==> config.mk <==
export PLATFORM = sky130hd
export DESIGN_NAME = rdwr_engine
export DESIGN_NICKNAME = d
export VERILOG_FILES = /design/src/logic/mem_test_pkg.sv /design/src/logic/rdwr_engine.sv /design/src/logic/reg_slice.sv
export SDC_FILE = /design/constraint.sdc
export NUM_CORES = 1
export LEC_CHECK = 0
export ABC_AREA = 1
export BUFFER_PORTS_ARGS = -buffer_cell sky130_fd_sc_hd__clkbuf_2
export CAP_MARGIN = 15
export CORE_MARGIN = 1
export CORE_UTILIZATION = 35
export DETAILED_ROUTE_END_ITERATION = 7
export PLACE_DENSITY = 0.53
export RECOVER_POWER = 50
export SLEW_MARGIN = 20
export SYNTH_ARGS = -nofsm -noshare
export SYNTH_HDL_FRONTEND = slang
export SYNTH_SLANG_ARGS = --single-unit
==> constraint.sdc <==
create_clock -name clk -period 7.1 [get_ports clk]
set_input_delay 0.71 -clock clk [delete_from_list [all_inputs] [get_ports clk]]
set_output_delay 0.71 -clock clk [all_outputs]
set_load 0.1 [all_outputs]
==> src/logic/mem_test_pkg.sv <==
// Memory test shared definitions

package mem_test_pkg;

    // ============================================================
    // Sizes
    // ============================================================

    localparam int NUM_ENGINES = 4;
    localparam int ENG_ID_W = 2;
    // Word address into the 1024-word scratch memory
    localparam int ADDR_W = 10;
    localparam int DATA_W = 64;
    localparam int COUNT_W = 16;
    localparam int MMIO_ADDR_W = 6;

    // Identifies this test to software
    localparam logic [127:0] TEST_ID = 128'h7a3e91c2_5d04_4f6b_b8e1_2c9f03d6a5e7;

    // ============================================================
    // CSR map (64-bit word addresses)
    // ============================================================

    localparam logic [MMIO_ADDR_W-1:0] CSR_ID_LO = 6'd0;
    localparam logic [MMIO_ADDR_W-1:0] CSR_ID_HI = 6'd1;
    localparam logic [MMIO_ADDR_W-1:0] CSR_INFO = 6'd2;

    // Engine e owns the slot starting at ENG_CSR_BASE + e * ENG_CSR_STRIDE
    localparam logic [MMIO_ADDR_W-1:0] ENG_CSR_BASE = 6'd8;
    localparam logic [MMIO_ADDR_W-1:0] ENG_CSR_STRIDE = 6'd8;

    localparam logic [MMIO_ADDR_W-1:0] OFS_BASE = 6'd0;
    localparam logic [MMIO_ADDR_W-1:0] OFS_COUNT = 6'd1;
    localparam logic [MMIO_ADDR_W-1:0] OFS_SEED = 6'd2;
    localparam logic [MMIO_ADDR_W-1:0] OFS_CTRL = 6'd3;
    localparam logic [MMIO_ADDR_W-1:0] OFS_SUM = 6'd4;

    // ============================================================
    // Bundles
    // ============================================================

    typedef struct packed {
        logic read;
        logic write;
        logic [MMIO_ADDR_W-1:0] address;
        logic [DATA_W-1:0] writedata;
    } t_mmio_req;

    typedef struct packed {
        logic valid;
        logic [DATA_W-1:0] readdata;
    } t_mmio_rsp;

    // One start command for an engine
    typedef struct packed {
        logic [ADDR_W-1:0] base;
        logic [COUNT_W-1:0] count;
        logic [DATA_W-1:0] seed;
    } t_eng_cmd;

    typedef struct packed {
        logic busy;
        logic done;
        logic [DATA_W-1:0] checksum;
    } t_eng_status;

    typedef struct packed {
        logic [ENG_ID_W-1:0] id;
        logic write;
        logic [ADDR_W-1:0] addr;
        logic [DATA_W-1:0] data;
    } t_mem_req;

    typedef struct packed {
        logic [ENG_ID_W-1:0] id;
        logic [DATA_W-1:0] data;
    } t_mem_rsp;

endpackage

==> src/logic/rdwr_engine.sv <==
// Write then read-back engine
`timescale 1ns/1ns

module rdwr_engine
#(
    parameter int ENGINE_ID = 0
)
(
    input  logic clk,
    input  logic reset,

    input  logic cmd_valid,
    output logic cmd_ready,
    input  mem_test_pkg::t_eng_cmd cmd,

    output logic req_valid,
    input  logic req_ready,
    output mem_test_pkg::t_mem_req req,

    input  logic rsp_valid,
    input  mem_test_pkg::t_mem_rsp rsp,

    output mem_test_pkg::t_eng_status status
);

    typedef enum logic [1:0] {
        S_IDLE,
        S_WRITE,
        S_READ
    } t_state;

    t_state state;
    mem_test_pkg::t_eng_cmd cur;
    logic [mem_test_pkg::COUNT_W-1:0] issue_cnt;
    logic [mem_test_pkg::COUNT_W-1:0] rsp_cnt;
    logic [mem_test_pkg::DATA_W-1:0] checksum;
    logic done;
    logic start;
    logic issue_valid;
    logic issue_ready;
    logic issue_fire;
    logic rsp_hit;
    mem_test_pkg::t_mem_req issue_req;

    // New work is taken only between runs
    assign cmd_ready = (state == S_IDLE);
    assign start = cmd_valid && cmd_ready;

    // Reads stop issuing once all N are out, then the FSM waits for returns
    assign issue_valid = (state == S_WRITE) ||
                         ((state == S_READ) && (issue_cnt != cur.count));
    assign issue_fire = issue_valid && issue_ready;

    // Only count responses carrying this engine's id
    assign rsp_hit = rsp_valid && (rsp.id == mem_test_pkg::ENG_ID_W'(ENGINE_ID));

    // Word i lives at base + i and holds seed + i
    always_comb
    begin
        issue_req.id = mem_test_pkg::ENG_ID_W'(ENGINE_ID);
        issue_req.write = (state == S_WRITE);
        issue_req.addr = cur.base + issue_cnt[mem_test_pkg::ADDR_W-1:0];
        issue_req.data = cur.seed + mem_test_pkg::DATA_W'(issue_cnt);
    end

    // The address counter only advances on an accepted request, so a
    // stalled request keeps its payload
    reg_slice #(.t_payload(mem_test_pkg::t_mem_req)) req_q
    (
        .clk,
        .reset,
        .in_valid(issue_valid),
        .in_ready(issue_ready),
        .in_data(issue_req),
        .out_valid(req_valid),
        .out_ready(req_ready),
        .out_data(req)
    );

    // Captured command for the active run
    always_ff @(posedge clk)
    begin
        if (start)
        begin
            cur <= cmd;
        end
    end

    // ============================================================
    // Run control
    // ============================================================

    always_ff @(posedge clk)
    begin
        if (reset)
        begin
            state <= S_IDLE;
            issue_cnt <= '0;
            rsp_cnt <= '0;
            checksum <= '0;
            done <= 1'b0;
        end
        else if (start)
        begin
            issue_cnt <= '0;
            rsp_cnt <= '0;
            checksum <= '0;
            // An empty run completes at once with a zero checksum
            done <= (cmd.count == '0);
            state <= (cmd.count == '0) ? S_IDLE : S_WRITE;
        end
        else
        begin
            if (issue_fire)
            begin
                if ((state == S_WRITE) &&
                    (issue_cnt == cur.count - mem_test_pkg::COUNT_W'(1)))
                begin
                    issue_cnt <= '0;
                    state <= S_READ;
                end
                else
                begin
                    issue_cnt <= issue_cnt + mem_test_pkg::COUNT_W'(1);
                end
            end

            // Many reads may be in flight, each return is summed as it lands
            if (rsp_hit)
            begin
                checksum <= checksum + rsp.data;
                rsp_cnt <= rsp_cnt + mem_test_pkg::COUNT_W'(1);
                if (rsp_cnt == cur.count - mem_test_pkg::COUNT_W'(1))
                begin
                    state <= S_IDLE;
                    done <= 1'b1;
                end
            end
        end
    end

    assign status = '{busy: (state != S_IDLE), done: done, checksum: checksum};

endmodule

==> src/logic/reg_slice.sv <==
// Valid/ready register slice
`timescale 1ns/1ns

module reg_slice
#(
    parameter type t_payload = logic
)
(
    input  logic clk,
    input  logic reset,

    input  logic in_valid,
    output logic in_ready,
    input  t_payload in_data,

    output logic out_valid,
    input  logic out_ready,
    output t_payload out_data
);

    // Room exists when the slot is empty or its entry leaves this cycle,
    // so back-to-back transfers run at one per cycle
    assign in_ready = !out_valid || out_ready;

    always_ff @(posedge clk)
    begin
        if (reset)
        begin
            out_valid <= 1'b0;
        end
        else if (in_ready)
        begin
            out_valid <= in_valid;
        end
    end

    // Payload only moves on an accepted transfer
    always_ff @(posedge clk)
    begin
        if (in_valid && in_ready)
        begin
            out_data <= in_data;
        end
    end

endmodule

# Word-level counts from Yosys, hierarchy flattened
# Cells that the tools add are included.
[op_classes]
n_eq_ne = 5
addsub = 6
mux = 10
n_reduce_logical = 16
[ops]
columns = ["operator", "n"]
rows = [
  ["64-bit by 16-bit adder with 64-bit output", 1],
  ["64-bit adder", 1],
  ["16-bit by 1-bit adder with 16-bit output, second input constant", 2],
  ["16-bit == test", 2],
  ["16-bit zero test", 1],
  ["16-bit 2-to-1 mux", 1],
  ["16-bit != test", 1],
  ["16-bit by 1-bit subtractor with 16-bit output, second input constant", 1],
  ["10-bit adder", 1],
  ["2-bit 2-to-1 mux", 5],
  ["2-bit nonzero test", 3],
  ["1-bit logical AND", 5],
  ["2-bit zero test", 2],
  ["1-bit 2-to-1 mux", 4],
  ["2-bit by 1-bit == test with 1-bit output, second input constant", 1],
  ["2-bit == test, second input constant", 1],
  ["1-bit logical OR", 2],
  ["2-bit AND reduction", 1],
  ["2-bit OR reduction", 1],
  ["1-bit zero test", 1],
]
[totals]
output_inout_bits = 145
register_bits = 265
elab_cells = 49
in_bits = 161

# Depth between registers and ports, before layout
# Gate-level depths: netlist of run 1.
[depth]
word_depth = 8
depth_mapped = 17

# Modules after synthesis
# From an unflattened synthesis of run 1, not the netlist that was laid out.
[unflattened]
cells_unflattened = 2557
area_unflattened_um2 = 18225.0
[modules_own_cells]
columns = ["module", "seq_area_each_um2", "area_per_inst_um2", "cells_each", "n_inst"]
rows = [
  ["rdwr_engine", 4684.5, 15865.2, 2474, 1],
  ["reg_slice", 2332.2, 2359.8, 83, 1],
]

# Worst setup path after synthesis of run 1
# No wires, ideal clock.
[synth_path]
path_kind = "reg2reg"
start = "register state[1]"
end = "register checksum[38] (netlist name)"
arrival_time_ns = 4.566
slack_ns = 2.426
t_required_ns = 6.991
stages_incl_launch_ff = 11
path_buffers = 2
cell_sequence = "dfxtp_1 nor2_1 nand2_1 inv_1 nor2_2 inv_1 buf_6 clkbuf_1 nor2_1 nand2_1 inv_1"
[synth_via]
elab_chain_cells = 3
[synth_rtl]
columns = ["item", "line", "rtl"]
rows = [
  ["from (decl)", "rdwr_engine.sv:32", "t_state state;"],
  ["from (signal assigned)", "rdwr_engine.sv:110", "state <= (cmd.count == '0) ? S_IDLE : S_WRITE;"],
  ["2-bit zero test", "rdwr_engine.sv:46", "assign cmd_ready = (state == S_IDLE);"],
  ["net cmd_ready", "rdwr_engine.sv:13", "output logic cmd_ready,"],
  ["1-bit logical AND", "rdwr_engine.sv:47", "assign start = cmd_valid && cmd_ready;"],
  ["net start", "rdwr_engine.sv:38", "logic start;"],
  ["2-bit OR reduction (no source line)", "--", ""],
  ["to (signal assigned)", "rdwr_engine.sv:131", "checksum <= checksum + rsp.data;"],
  ["to (decl)", "rdwr_engine.sv:36", "logic [mem_test_pkg::DATA_W-1:0] checksum;"],
]
# The timed path passes the listed nets, and every way through them passes these cells.
# A chain may end at the register's enable or synchronous reset.

# Worst setup path in the final report of run 1
[layout_path]
start = "register state[0]"
end = "register issue_cnt[7] (netlist name)"
[layout_via]
elab_cells_between_ends = 10
classes_between = "eq/ne (2); mux (1); reduce/logical (7)"
[layout_lines]
columns = ["item", "line", "rtl"]
rows = [
  ["2-bit zero test", "rdwr_engine.sv:46", ""],
  ["1-bit logical AND", "rdwr_engine.sv:47", ""],
  ["net start", "rdwr_engine.sv:38", ""],
  ["2-bit OR reduction (no source line)", "--", ""],
  ["to (signal assigned)", "rdwr_engine.sv:124", "issue_cnt <= issue_cnt + mem_test_pkg::COUNT_W'(1);"],
  ["to (decl)", "rdwr_engine.sv:34", "logic [mem_test_pkg::COUNT_W-1:0] issue_cnt;"],
]
# The timed path passes the listed nets, and every way through them passes these cells.

==> results.md, run 1 <==
* Wirelength per Cell at 17.62 um
* VDD IR-drop max at 0.1397 mV
* Dominant register cell in the synthesized netlist: edfxtp_1
* Port-buffer cells at 303
* FF-to-FF End: issue_cnt[7]
* Routed wire length at 62.87 mm
* Maxcap violations at 1
* DR iter-0 viols at 1165
* Root Driver: clkbuf_16
* Netlist cell types at 56
* Worst-Skew Late Latency at 0.56 ns
* Failing checks: max-capacitance violations, max-slew violations
* Detailed Place HPWL at 50.44 mm
* Worst Hold Path Cells at 1
* Pwr Density at 206.4 nW/um2
* Initial core utilization at 35.47%
* Slew of the pin with the lowest slew margin at 1.547 ns
* Hold WC Path Type: in -> reg
* Area Overhead vs Synth at 17.37%
* Crit path required time at 7.58 ns
* Crit-path max FO at 50
* Row count at 83
* Htree depth at 2
* Share of cells above drive strength 1 at 8.377%
* Cts hold-fix bufs at 0
* Largest net degree at the start of global routing at 72
* Period utilization at 60.56%
* Die Height at 230.2 um
* Synth cell count leaders: 587 x nand2_1, 408 x inv_1, 394 x nor2_1, 165 x edfxtp_1, 156 x nand3_1
* First-pass GRT wire length at 95.32 mm
* Routed Antenna Nets at 0
* Total gr overflow at 0
* Core area at 51410 um2
* Total Routing Usage GR at 23.30%
* Clock power share at 39.7%
* Total Nets Final at 3120
* Post-synthesis sequential area ratio at 38.15%
* Hold EP: cur[55]
* Setup repair bufs after CTS at 0
* Ant diodes at 0
* YS warnings at 0
* Clock Path Buffers at 3
* Reg2reg path depth at 10
* RSZ-0062 raised after global routing: false
* Synthesized instance count at 2546
* Leakage power at 9.669 nW
* Crit path kind: reg -> reg
* DRT Pass-1 Iters at 5
* # DRC at 0
* Worst hold margin at 0.3222 ns
* Netlist Area Pre-Place at 18230 um2
* Chip width at 230.2 um
* Worst r2r src: state[0]
* Top-area cell type share of the netlist area at 27.17%
* Vias at 17713
* Sw Share at 33.31%
* Vias per cell at 4.963
* CP Data Arrival Time at 4.78 ns
* Placer Congestion at 0.9456
* Fin crit period at 4.300 ns
* Slew HR at -3.166%
* Finish-stage setup viols at 0
* Initial antenna violation count at 0
* Final Hold Fails at 0
* Seq pwr share at 40.6%
* FF-to-FF setup slack at 2.80 ns
* Resize count post-CTS at 0
* HP Start: cmd[55]
* Int Power at 2.946 mW
* Top cells by area, synth: edfxtp_1 27%, nand2_1 12%, dfxtp_1 11%
* Vias in the first global route at 17214
* Synthesized area per cell at 7.162 um2
* Worst setup EP type: flop
* Run status: finished with violations
* I/O pins at 306
* EDFF count, synth at 165
* Die area at 53010 um2
* Top-count cell post-synth: nand2_1
* CTS tree: built
* Comb power frac at 19.7%
* Slew Viols, Final at 27
* Fmax at 0.2326 GHz
* Crit start category: flop
* Setup TNS at 0 ns
* Worst-path clk slew at 0.06 ns
* Clock Sinks at 265
* FFs w/ async S/R, synth at 0%
* Yosys reg bits at 265
* NetSw at 1.471 mW
* Num CTS Buffers at 34
* Synth area leader: edfxtp_1
* Clock skew at 0.02443 ns
flip-flops by register name (all words and copies together) (netlist names):
register,flops
checksum,64
done,1
req_q.out_valid,1
cur,90
req_q.out_data,75
rsp_cnt,16
state,2
issue_cnt,16
layout make-up:
cell class / instances / area, um2
tap: 680 / 850.8
fill: 5509 / 30010
multi-input combinational: 1840 / 9588
clock buffer: 46 / 957.2
sequential: 265 / 6957
timing repair buffer: 309 / 1336
clock inverter: 14 / 151.4
inverter: 415 / 1560
metal layers:
metal	track usage, %	vias to the layer above	share of wire [%]
met4	9.354	0	3.6
met3	2.889	102	4.7
met2	41.12	490	49
met1	28.56	8252	43
met5	0	-	0
li1	-	8869	-
worst max-delay path, stage by stage (launching register included):
cell	delay [ns]
dfxtp_1	0.35
nor2_1	0.10
nand2_1	0.09
clkinvlp_2	0.78
nor2_2	0.28
clkbuf_1	1.14
inv_2	0.51
buf_4	0.50
nor2_2	0.26
nand2_1	0.07
nor2_1	0.08
per-stage QoR:
step	power (mW)	setup slack [ns]	utilization, %	std cells	area (um2)
final	4.417	2.800	41.63	3569	21400
after global routing	4.595	2.448	41.63	3569	21400
after CTS	4.487	3.964	42.09	3569	21640
after detailed placement	2.703	3.839	39.94	3509	20530
after global placement	2.701	3.872	39.94	3509	20530
after floorplan	2.464	2.426	-	2547	18240
worst max path at each step:
stage	slack (ns)	end	from	depth (start not counted)
floorplan	2.43	checksum[38]	state[1]	10
global placement	3.87	checksum[39]	rsp[65]	8
detailed placement	3.84	checksum[39]	rsp[65]	8
CTS	3.96	req_q.out_data[60]	issue_cnt[1]	12
global route	2.45	issue_cnt[7]	state[0]	10
finish	2.80	issue_cnt[7]	state[0]	10
cells in the final DEF (no fill, tap or decap), drive strengths merged, types with 4 or more instances in the layout:
master    netlist  routed
o21bai         20      20
clkinvlp        0       4
ha             91      91
nor2          417     417
a21oi         145     145
nor3           56      56
clkbuf         19     350
xor2           94      94
nand2         605     605
nand3         158     158
xnor2          25      25
nor4           22      22
inv           414     415
buf             8       5
edfxtp        165     165
clkinv          1       8
dfxtp         100     100
o21ai         122     122
a21o           12      12
nand4          38      38
o211ai          5       5
nand3b          7       7
logic make-up after synthesis:
group | Yosys count | synth area share (%)
and+or+nand+nor | 1309 | 30.72
adders and majority gates | 94 | 6.574
xor gates and xnor gates | 120 | 5.840
other | 1 | 0.02057
AOI/OAI and AO/OA | 315 | 9.477
buffers and inverters | 442 | 9.216
DFF | 265 | 38.15
power by group through the flow:
stage,registers [mW],clock network (mW),logic [mW]
global route,1.80,1.86,0.935
global placement,1.83,0,0.875
finish,1.79,1.75,0.869
floorplan,2.10,0,0.365
detailed placement,1.83,0,0.877
CTS,1.79,1.81,0.882
(Power assumes the default switching activity.)
==> inputs of run 2 (changes only) <==
Settings changed: PLACE_DENSITY 0.53 to 0.55.
Clock period 7.1 ns to 3.9 ns, I/O delays scaled along.
==> run 2 against run 1 <==
Compared with the run above: the run still ends with max-capacitance violations, max-slew violations left; largest power group unchanged; core utilization is 0.59 points higher; first-iteration DRC count down 6.7%; routed wire length is 1.4% higher; via count decreased by 0.33%; design area rose by 1.4%.
==> results.md, run 2 (synthesized netlist as in run 1, its figures left out) <==
* Pwr Density at 372.3 nW/um2 (+80%)
* Worst-Skew Late Latency at 0.55 ns (about the same)
* Setup TNS at 0 ns (unchanged)
* Htree depth at 2 (unchanged)
* CP Data Arrival Time at 3.31 ns (-1.47 ns)
* Clock skew at 0.01319 ns (-0.01124 ns)
* Vias per cell at 4.906 (-1.2%)
* Crit-path cells: nor2_1 > nand2_1 > clkinvlp_2 > clkbuf_2
* Maxcap violations at 1 (unchanged)
* Largest reg by FF count: cur
* # DRC at 0 (unchanged)
* Wirelength per Cell at 17.72 um (+0.59%)
* Setup repair bufs after CTS at 0 (unchanged)
* Period utilization at 81.50% (+21 points)
* Reg2reg path depth at 4 (-6)
* Initial core utilization at 35.47% (unchanged)
* Fin crit period at 3.178 ns (-1.121 ns)
* Worst r2r src: state[1]
* Final std cells w/o fill at 3599 (+0.84%)
* CTS tree: built
* Power after layout at 8.080 mW (+83%)
* Failing checks: max-capacitance violations, max-slew violations
* RSZ-0062 raised after global routing: false
* Routed Antenna Nets at 0 (unchanged)
* Crit path kind: reg -> reg
* FF-to-FF End: cur[53]
* DRT Pass-1 Iters at 5 (unchanged)
* Initial antenna violation count at 2 (+2)
* Worst path max stage delay at 1.51 ns (+0.37 ns)
* Root Driver: clkbuf_16
* DR iter-0 viols at 1087 (-6.7%)
* Total Routing Usage GR at 23.67% (+0.38 points)
* Worst setup EP type: flop
* Placed inst area at 20550 um2 (+0.12%)
* Cts hold-fix bufs at 26 (+26)
* Vias at 17655 (-0.33%)
* Die Height at 230.2 um (unchanged)
* Slew of the pin with the lowest slew margin at 2.013 ns (+0.4655 ns)
* Total gr overflow at 0 (unchanged)
* Slew HR at -34.20% (-31 points)
* Vias in the first global route at 17608 (+2.3%)
* Chip width at 230.2 um (unchanged)
* Core area at 51410 um2 (unchanged)
* Routed wire length at 63.78 mm (+1.4%)
* Area Overhead vs Synth at 19.04%
* Clock Path Buffers at 3 (unchanged)
* Hold EP: cur[25]
* # placed instances at 3510 (+0.028%)
* Slew Viols, Final at 76 (+180%)
* First-pass GRT wire length at 96.77 mm (+1.5%)
* Fmax at 0.3146 GHz (+35%)
* Run status: finished with violations
* Commonest non-fill, non-tap cell in the layout: nand2_1
* Die area at 53010 um2 (unchanged)
* VDD IR-drop max at 0.2562 mV (+83%)
* FF-to-FF setup slack at 0.72 ns (-2.08 ns)
* Worst-path clk slew at 0.06 ns (about the same)
* Placer Congestion at 0.9468 (+0.13%)
* I/O pins at 306 (unchanged)
* Num CTS Buffers at 34 (unchanged)
* Port-buffer cells at 303 (unchanged)
* Leakage power at 9.809 nW (+1.4%)
* Largest net degree at the start of global routing at 102 (+42%)
* HP Start: cmd[25]
* Crit path required time at 4.03 ns (-3.55 ns)
* Crit start category: flop
* Hold WC Path Type: in -> reg
* Clock Sinks at 265 (unchanged)
* Worst hold margin at 0.02521 ns (-0.2970 ns)
* Delay-heaviest family, CP: buffers and inverters
* Largest regs: cur: 90 flops, req_q.out_data: 75 flops, checksum: 64 flops
* Total Nets Final at 3147 (+0.87%)
* Detailed Place HPWL at 51.56 mm (+2.2%)
* CP bufs+invs at 2 (-2)
* Final instance area at 21700 um2 (+1.4%)
* Share of cells above drive strength 1 at 8.502% (+0.13 points)
* Row count at 83 (unchanged)
* Slowest stage cell, crit path: clkbuf_2
* Worst Hold Path Cells at 1 (unchanged)
* Resize count post-CTS at 0 (unchanged)
* Final Hold Fails at 0 (unchanged)
* Finish-stage setup viols at 0 (unchanged)
* Crit-path max FO at 75 (+50%)
* Most frequent cells in the layout: 588 x nand2_1, 405 x inv_1, 395 x nor2_1, 178 x clkbuf_1, 165 x edfxtp_1
* Max reg flops at 90 (unchanged)
==> run 2: cell count changes in the layout (fill, tap and decap cells not counted), sizes merged <==
cell and delta:
dlygate4sd3 +26, bufinv +1, clkinvlp -1, buf +1, clkinv +8, diode +2
inv -1, clkbuf -6
==> run 2: how the worst max path moves through the flow <==
stage                            start            endpoint  slack (ns)  depth (start not counted)
final                         state[1]             cur[53]        0.72                          4
after global placement    issue_cnt[0]  req_q.out_data[48]        1.10                         13
after CTS                 issue_cnt[0]  req_q.out_data[48]        1.03                         13
after global routing          state[1]             cur[52]        0.45                          4
after floorplan               state[1]        checksum[38]        0.53                         10
after detailed placement  issue_cnt[0]  req_q.out_data[56]        1.02                         13
==> run 2: final cells by class <==
class	instances	area [um2]
fillers	5449	29700
multi-input cells	1840	9584
flip-flops and latches	265	6957
repair buffers	336	1620
inverters	415	1560
clock buffers	40	914.6
well taps	680	850.8
clock inverters	21	212.7
diodes	2	5.005
==> run 2: metal layers <==
layer	share of wire (%)	global-route usage, %	vias to the layer above	wire, um
met3	4.3	2.555	109	2728
met4	4.1	10.49	0	2637
li1	-	-	8915	-
met5	0	0	-	0
met1	42	28.49	8150	26980
met2	49	42.28	481	31430
==> run 2: power breakdown <==
part	total [mW]	internal, mW	switching, mW
registers	3.27	3.16	0.112
clock network	3.20	1.89	1.31
logic	1.61	0.356	1.25
==> run 2: through the flow <==
step	worst slack (ns)	utilization (%)
after floorplan	0.5320	-
after global placement	1.105	39.99
after detailed placement	1.025	39.99
after CTS	1.025	42.68
after global routing	0.4525	42.22
final	0.7216	42.22
==> inputs of run 3 (changes only) <==
Settings changed: ABC_AREA 1 to 0, PLACE_DENSITY 0.55 to 0.54.
Clock period 3.9 ns to 3.1 ns, I/O delays scaled along.
==> run 3 against run 2 <==
Compared with the run above: the flow finishes with violations (negative setup slack); clock power up 22%; die area is 18% lower; count of clock-buffer cells in the layout rose by 13; clock skew is 0.0079 ns higher; register-to-register slack worse by 0.94 ns; non-clock buffer count grew 234; flip-flop and latch count unchanged; sequential share of layout area increased by 1.3 points; maximum frequency down 4.3%; largest cell class unchanged.
==> results.md, run 3 <==
* Crit path kind: reg -> reg
* Worst-Skew Late Latency at 0.55 ns (about the same)
* Synth cell count leaders: 201 x nand2_1, 165 x edfxtp_1, 140 x a21oi_1, 116 x xnor2_1, 100 x dfxtp_1
* Fin worst setup slack at -0.2213 ns (-0.9429 ns)
* DR iter-0 viols at 605 (-44%)
* Root Driver: clkbuf_16
* Placer Congestion at 0.8942 (-5.6%)
* Top cells by area, synth: edfxtp_1 33%, dfxtp_1 13%, ha_1 7.6%
* Wirelength per Cell at 17.29 um (-2.4%)
* Total gr overflow at 0 (unchanged)
* Pwr Density at 463.7 nW/um2 (+25%)
* Port-buffer cells at 303 (unchanged)
* Largest family of logic cells by synthesized area: simple AND/OR/NAND/NOR gates
* Reg2reg path depth at 16 (+12)
* EDFF count, synth at 165 (unchanged)
* Largest regs: cur: 90 flops, req_q.out_data: 75 flops, checksum: 64 flops
* Slowest stage cell, crit path: fa_2
* Synthesized area per cell at 9.859 um2 (+38%)
* Num CTS Buffers at 34 (unchanged)
* Placed inst area at 18100 um2 (-12%)
* YS warnings at 0 (unchanged)
* Worst r2r src: cur[0]
* Share of cells above drive strength 1 at 32.02% (+24 points)
* DRT Pass-1 Iters at 5 (unchanged)
* HP Start: rsp[0]
* FF-to-FF setup slack at -0.22 ns (-0.94 ns)
* CP bufs+invs at 3 (+1)
* Worst-path clk slew at 0.06 ns (about the same)
* Total Nets Final at 2329 (-26%)
* Post-synthesis sequential area ratio at 46.57% (+8.4 points)
* Delay-heaviest family, CP: compound AO/OA/AOI/OAI gates
* Post-synthesis adder-cell area fraction at 8.025% (+1.5 points)
* Htree depth at 2 (unchanged)
* Fin crit period at 3.321 ns (+0.1429 ns)
* Slew Viols, Final at 0 (-100%)
* Crit-path cells: ha_4 > inv_2 > fa_2 > nor2b_1 > o21ai_1 > a21boi_1 > o21ai_1 > a21boi_2 > o21ai_2 > a21oi_2 > nor3_4 > buf_6 > nor3_4 > clkbuf_16 > nand4_1 > xnor2_1
* Top-area cell type share of the netlist area at 33.17% (+6.0 points)
* Netlist Area Pre-Place at 14940 um2 (-18%)
* Compound-cell area share of the yosys netlist at 14.57% (+5.1 points)
* Area Overhead vs Synth at 41.22%
* Hold WC Path Type: in -> reg
* VDD IR-drop max at 0.3785 mV (+48%)
* Crit start category: flop
* Chip width at 208.6 um (-9.4%)
* Synthesized instance count at 1515 (-40%)
* FF-to-FF End: req_q.out_data[40]
* Die Height at 208.6 um (-9.4%)
* Period utilization at 107.1% (+26 points)
* Fmax at 0.3011 GHz (-4.3%)
* Vias in the first global route at 13248 (-25%)
* Clock Path Buffers at 3 (unchanged)
* Routed Antenna Nets at 0 (unchanged)
* Netlist cell types at 71 (+27%)
* First-pass GRT wire length at 70.83 mm (-27%)
* Final Hold Fails at 0 (unchanged)
* Initial antenna violation count at 2 (unchanged)
* Largest reg by FF count: cur
* Core area at 42040 um2 (-18%)
* RSZ-0062 raised after global routing: true
* CTS tree: built
* Maxcap violations at 0 (-1)
* Clock skew at 0.02110 ns (+0.007912 ns)
* Top-count cell post-synth: nand2_1
* Hold EP: checksum[0]
* Vias per cell at 5.049 (+2.9%)
* Setup TNS at -5.038 ns (-5.038 ns)
* Clock Sinks at 265 (unchanged)
* Crit-path max FO at 5 (-93%)
* Leakage power at 9.080 nW (-7.4%)
* XOR/XNOR Fraction of Synth Area at 12.25% (+6.4 points)
* Dominant register cell in the synthesized netlist: edfxtp_1
* Max reg flops at 90 (unchanged)
* Total Routing Usage GR at 20.56% (-3.1 points)
* Worst Hold Path Cells at 4 (+3)
* Fraction of the mapped netlist area in simple logic gates at 15.89% (-15 points)
* Commonest non-fill, non-tap cell in the layout: clkbuf_2
* Mux share of post-synthesis cell area at 0.06701% (+0.067 points)
* Synth area leader: edfxtp_1
* Finish-stage setup viols at 42 (+42)
* Routed wire length at 45.62 mm (-28%)
* Crit path required time at 3.38 ns (-0.65 ns)
* Vias at 13325 (-25%)
* Die area at 43510 um2 (-18%)
* Final instance area at 21090 um2 (-2.8%)
* Row count at 75 (-9.6%)
* Largest net degree at the start of global routing at 94 (-7.8%)
* CP Data Arrival Time at 3.61 ns (+0.30 ns)
* Yosys reg bits at 265 (unchanged)
* Worst setup EP type: flop
* Worst path max stage delay at 0.38 ns (-1.13 ns)
* Detailed Place HPWL at 33.00 mm (-36%)
* Initial core utilization at 35.53% (+0.059 points)
* FFs w/ async S/R, synth at 0% (unchanged)
* Slew HR at 27.32% (+62 points)
* Slew of the pin with the lowest slew margin at 1.079 ns (-0.9342 ns)
* # DRC at 0 (unchanged)
* Most frequent cells in the layout: 279 x clkbuf_2, 200 x nand2_1, 165 x edfxtp_1, 153 x buf_4, 124 x a21oi_1
* Failing checks: negative setup slack
* Run status: finished with violations
* I/O pins at 306 (unchanged)
## run 3: how the worst max path moves through the flow
stage,start,cells past startpoint,end,slack [ns]
after global placement,rsp[1],13,checksum[43],-0.55
after global routing,cur[0],16,req_q.out_data[40],-0.30
after CTS,cur[69],10,state[0],-0.06
after floorplan,cur[70],12,issue_cnt[14],-0.67
final,cur[0],16,req_q.out_data[40],-0.22
after detailed placement,rsp[1],13,checksum[43],-0.64
## run 3: timing repair
| action | 4_1_cts | 5_1_grt |
|---|---|---|
| hold endpoints to repair | 93 | 0 |
| gates cloned | 2 | 1 |
| hold buffers | 92 | 0 |
| resized for setup | 51 | 86 |
| setup buffers | 27 | 14 |
| pin swaps | 31 | 63 |
| endpoints found under the setup margin | 72 | 82 |
## run 3: power by group
group / total, mW / internal [mW] / switching [mW]
Sequential: 4.05 / 3.95 / 0.100
Clock: 3.89 / 2.30 / 1.59
Combinational: 1.83 / 0.559 / 1.28
## run 3: layout make-up
cell class | instances | area (um2)
tap | 539 | 674.4
fill | 3922 | 20950
sequential | 265 | 7038
inverter | 46 | 172.7
antenna | 1 | 2.502
multi-input combinational | 1157 | 8285
clock buffer | 53 | 1033
timing repair buffer | 570 | 3829
clock inverter | 8 | 58.81
## run 3: cell families after synthesis
group / after synthesis
flip-flops: 265
buffers and inverters: 96
AO/OA/AOI/OAI: 350
AND/OR/NAND/NOR: 499
adder cells (fa/ha/maj): 94
other: 1
XOR/XNOR: 209
multiplexers: 1
## run 3: tightest hold or removal path, cell delays in order
cell,delay [ns]
clkbuf_2,0.10
ha_4,0.11
nand2_1,0.04
a21oi_1,0.12
## run 3: stage by stage
stage	instances	hold WS, ns	setup WS, ns	utilization (%)	power (mW)
floorplan	1516	0.3791	-0.6652	-	5.316
global placement	2442	0.4496	-0.5519	43.06	5.784
detailed placement	2442	0.4542	-0.6350	43.06	5.794
CTS	2624	0.1528	-0.06257	48.92	9.846
global route	2638	0.2166	-0.3030	50.17	10.15
finish	2639	0.1855	-0.2213	50.18	9.781
## run 3: layer usage
layer  track usage [%]  share of wire [%]  vias to the layer above  wire length (um)
met5                 0              0.024                        -                11
met4             7.378                3.0                        2              1356
met2             34.51                 47                      381             21520
met3             4.509                6.2                       76              2831
li1                  -                  -                     6595                 -
met1             25.97                 44                     6271             19910
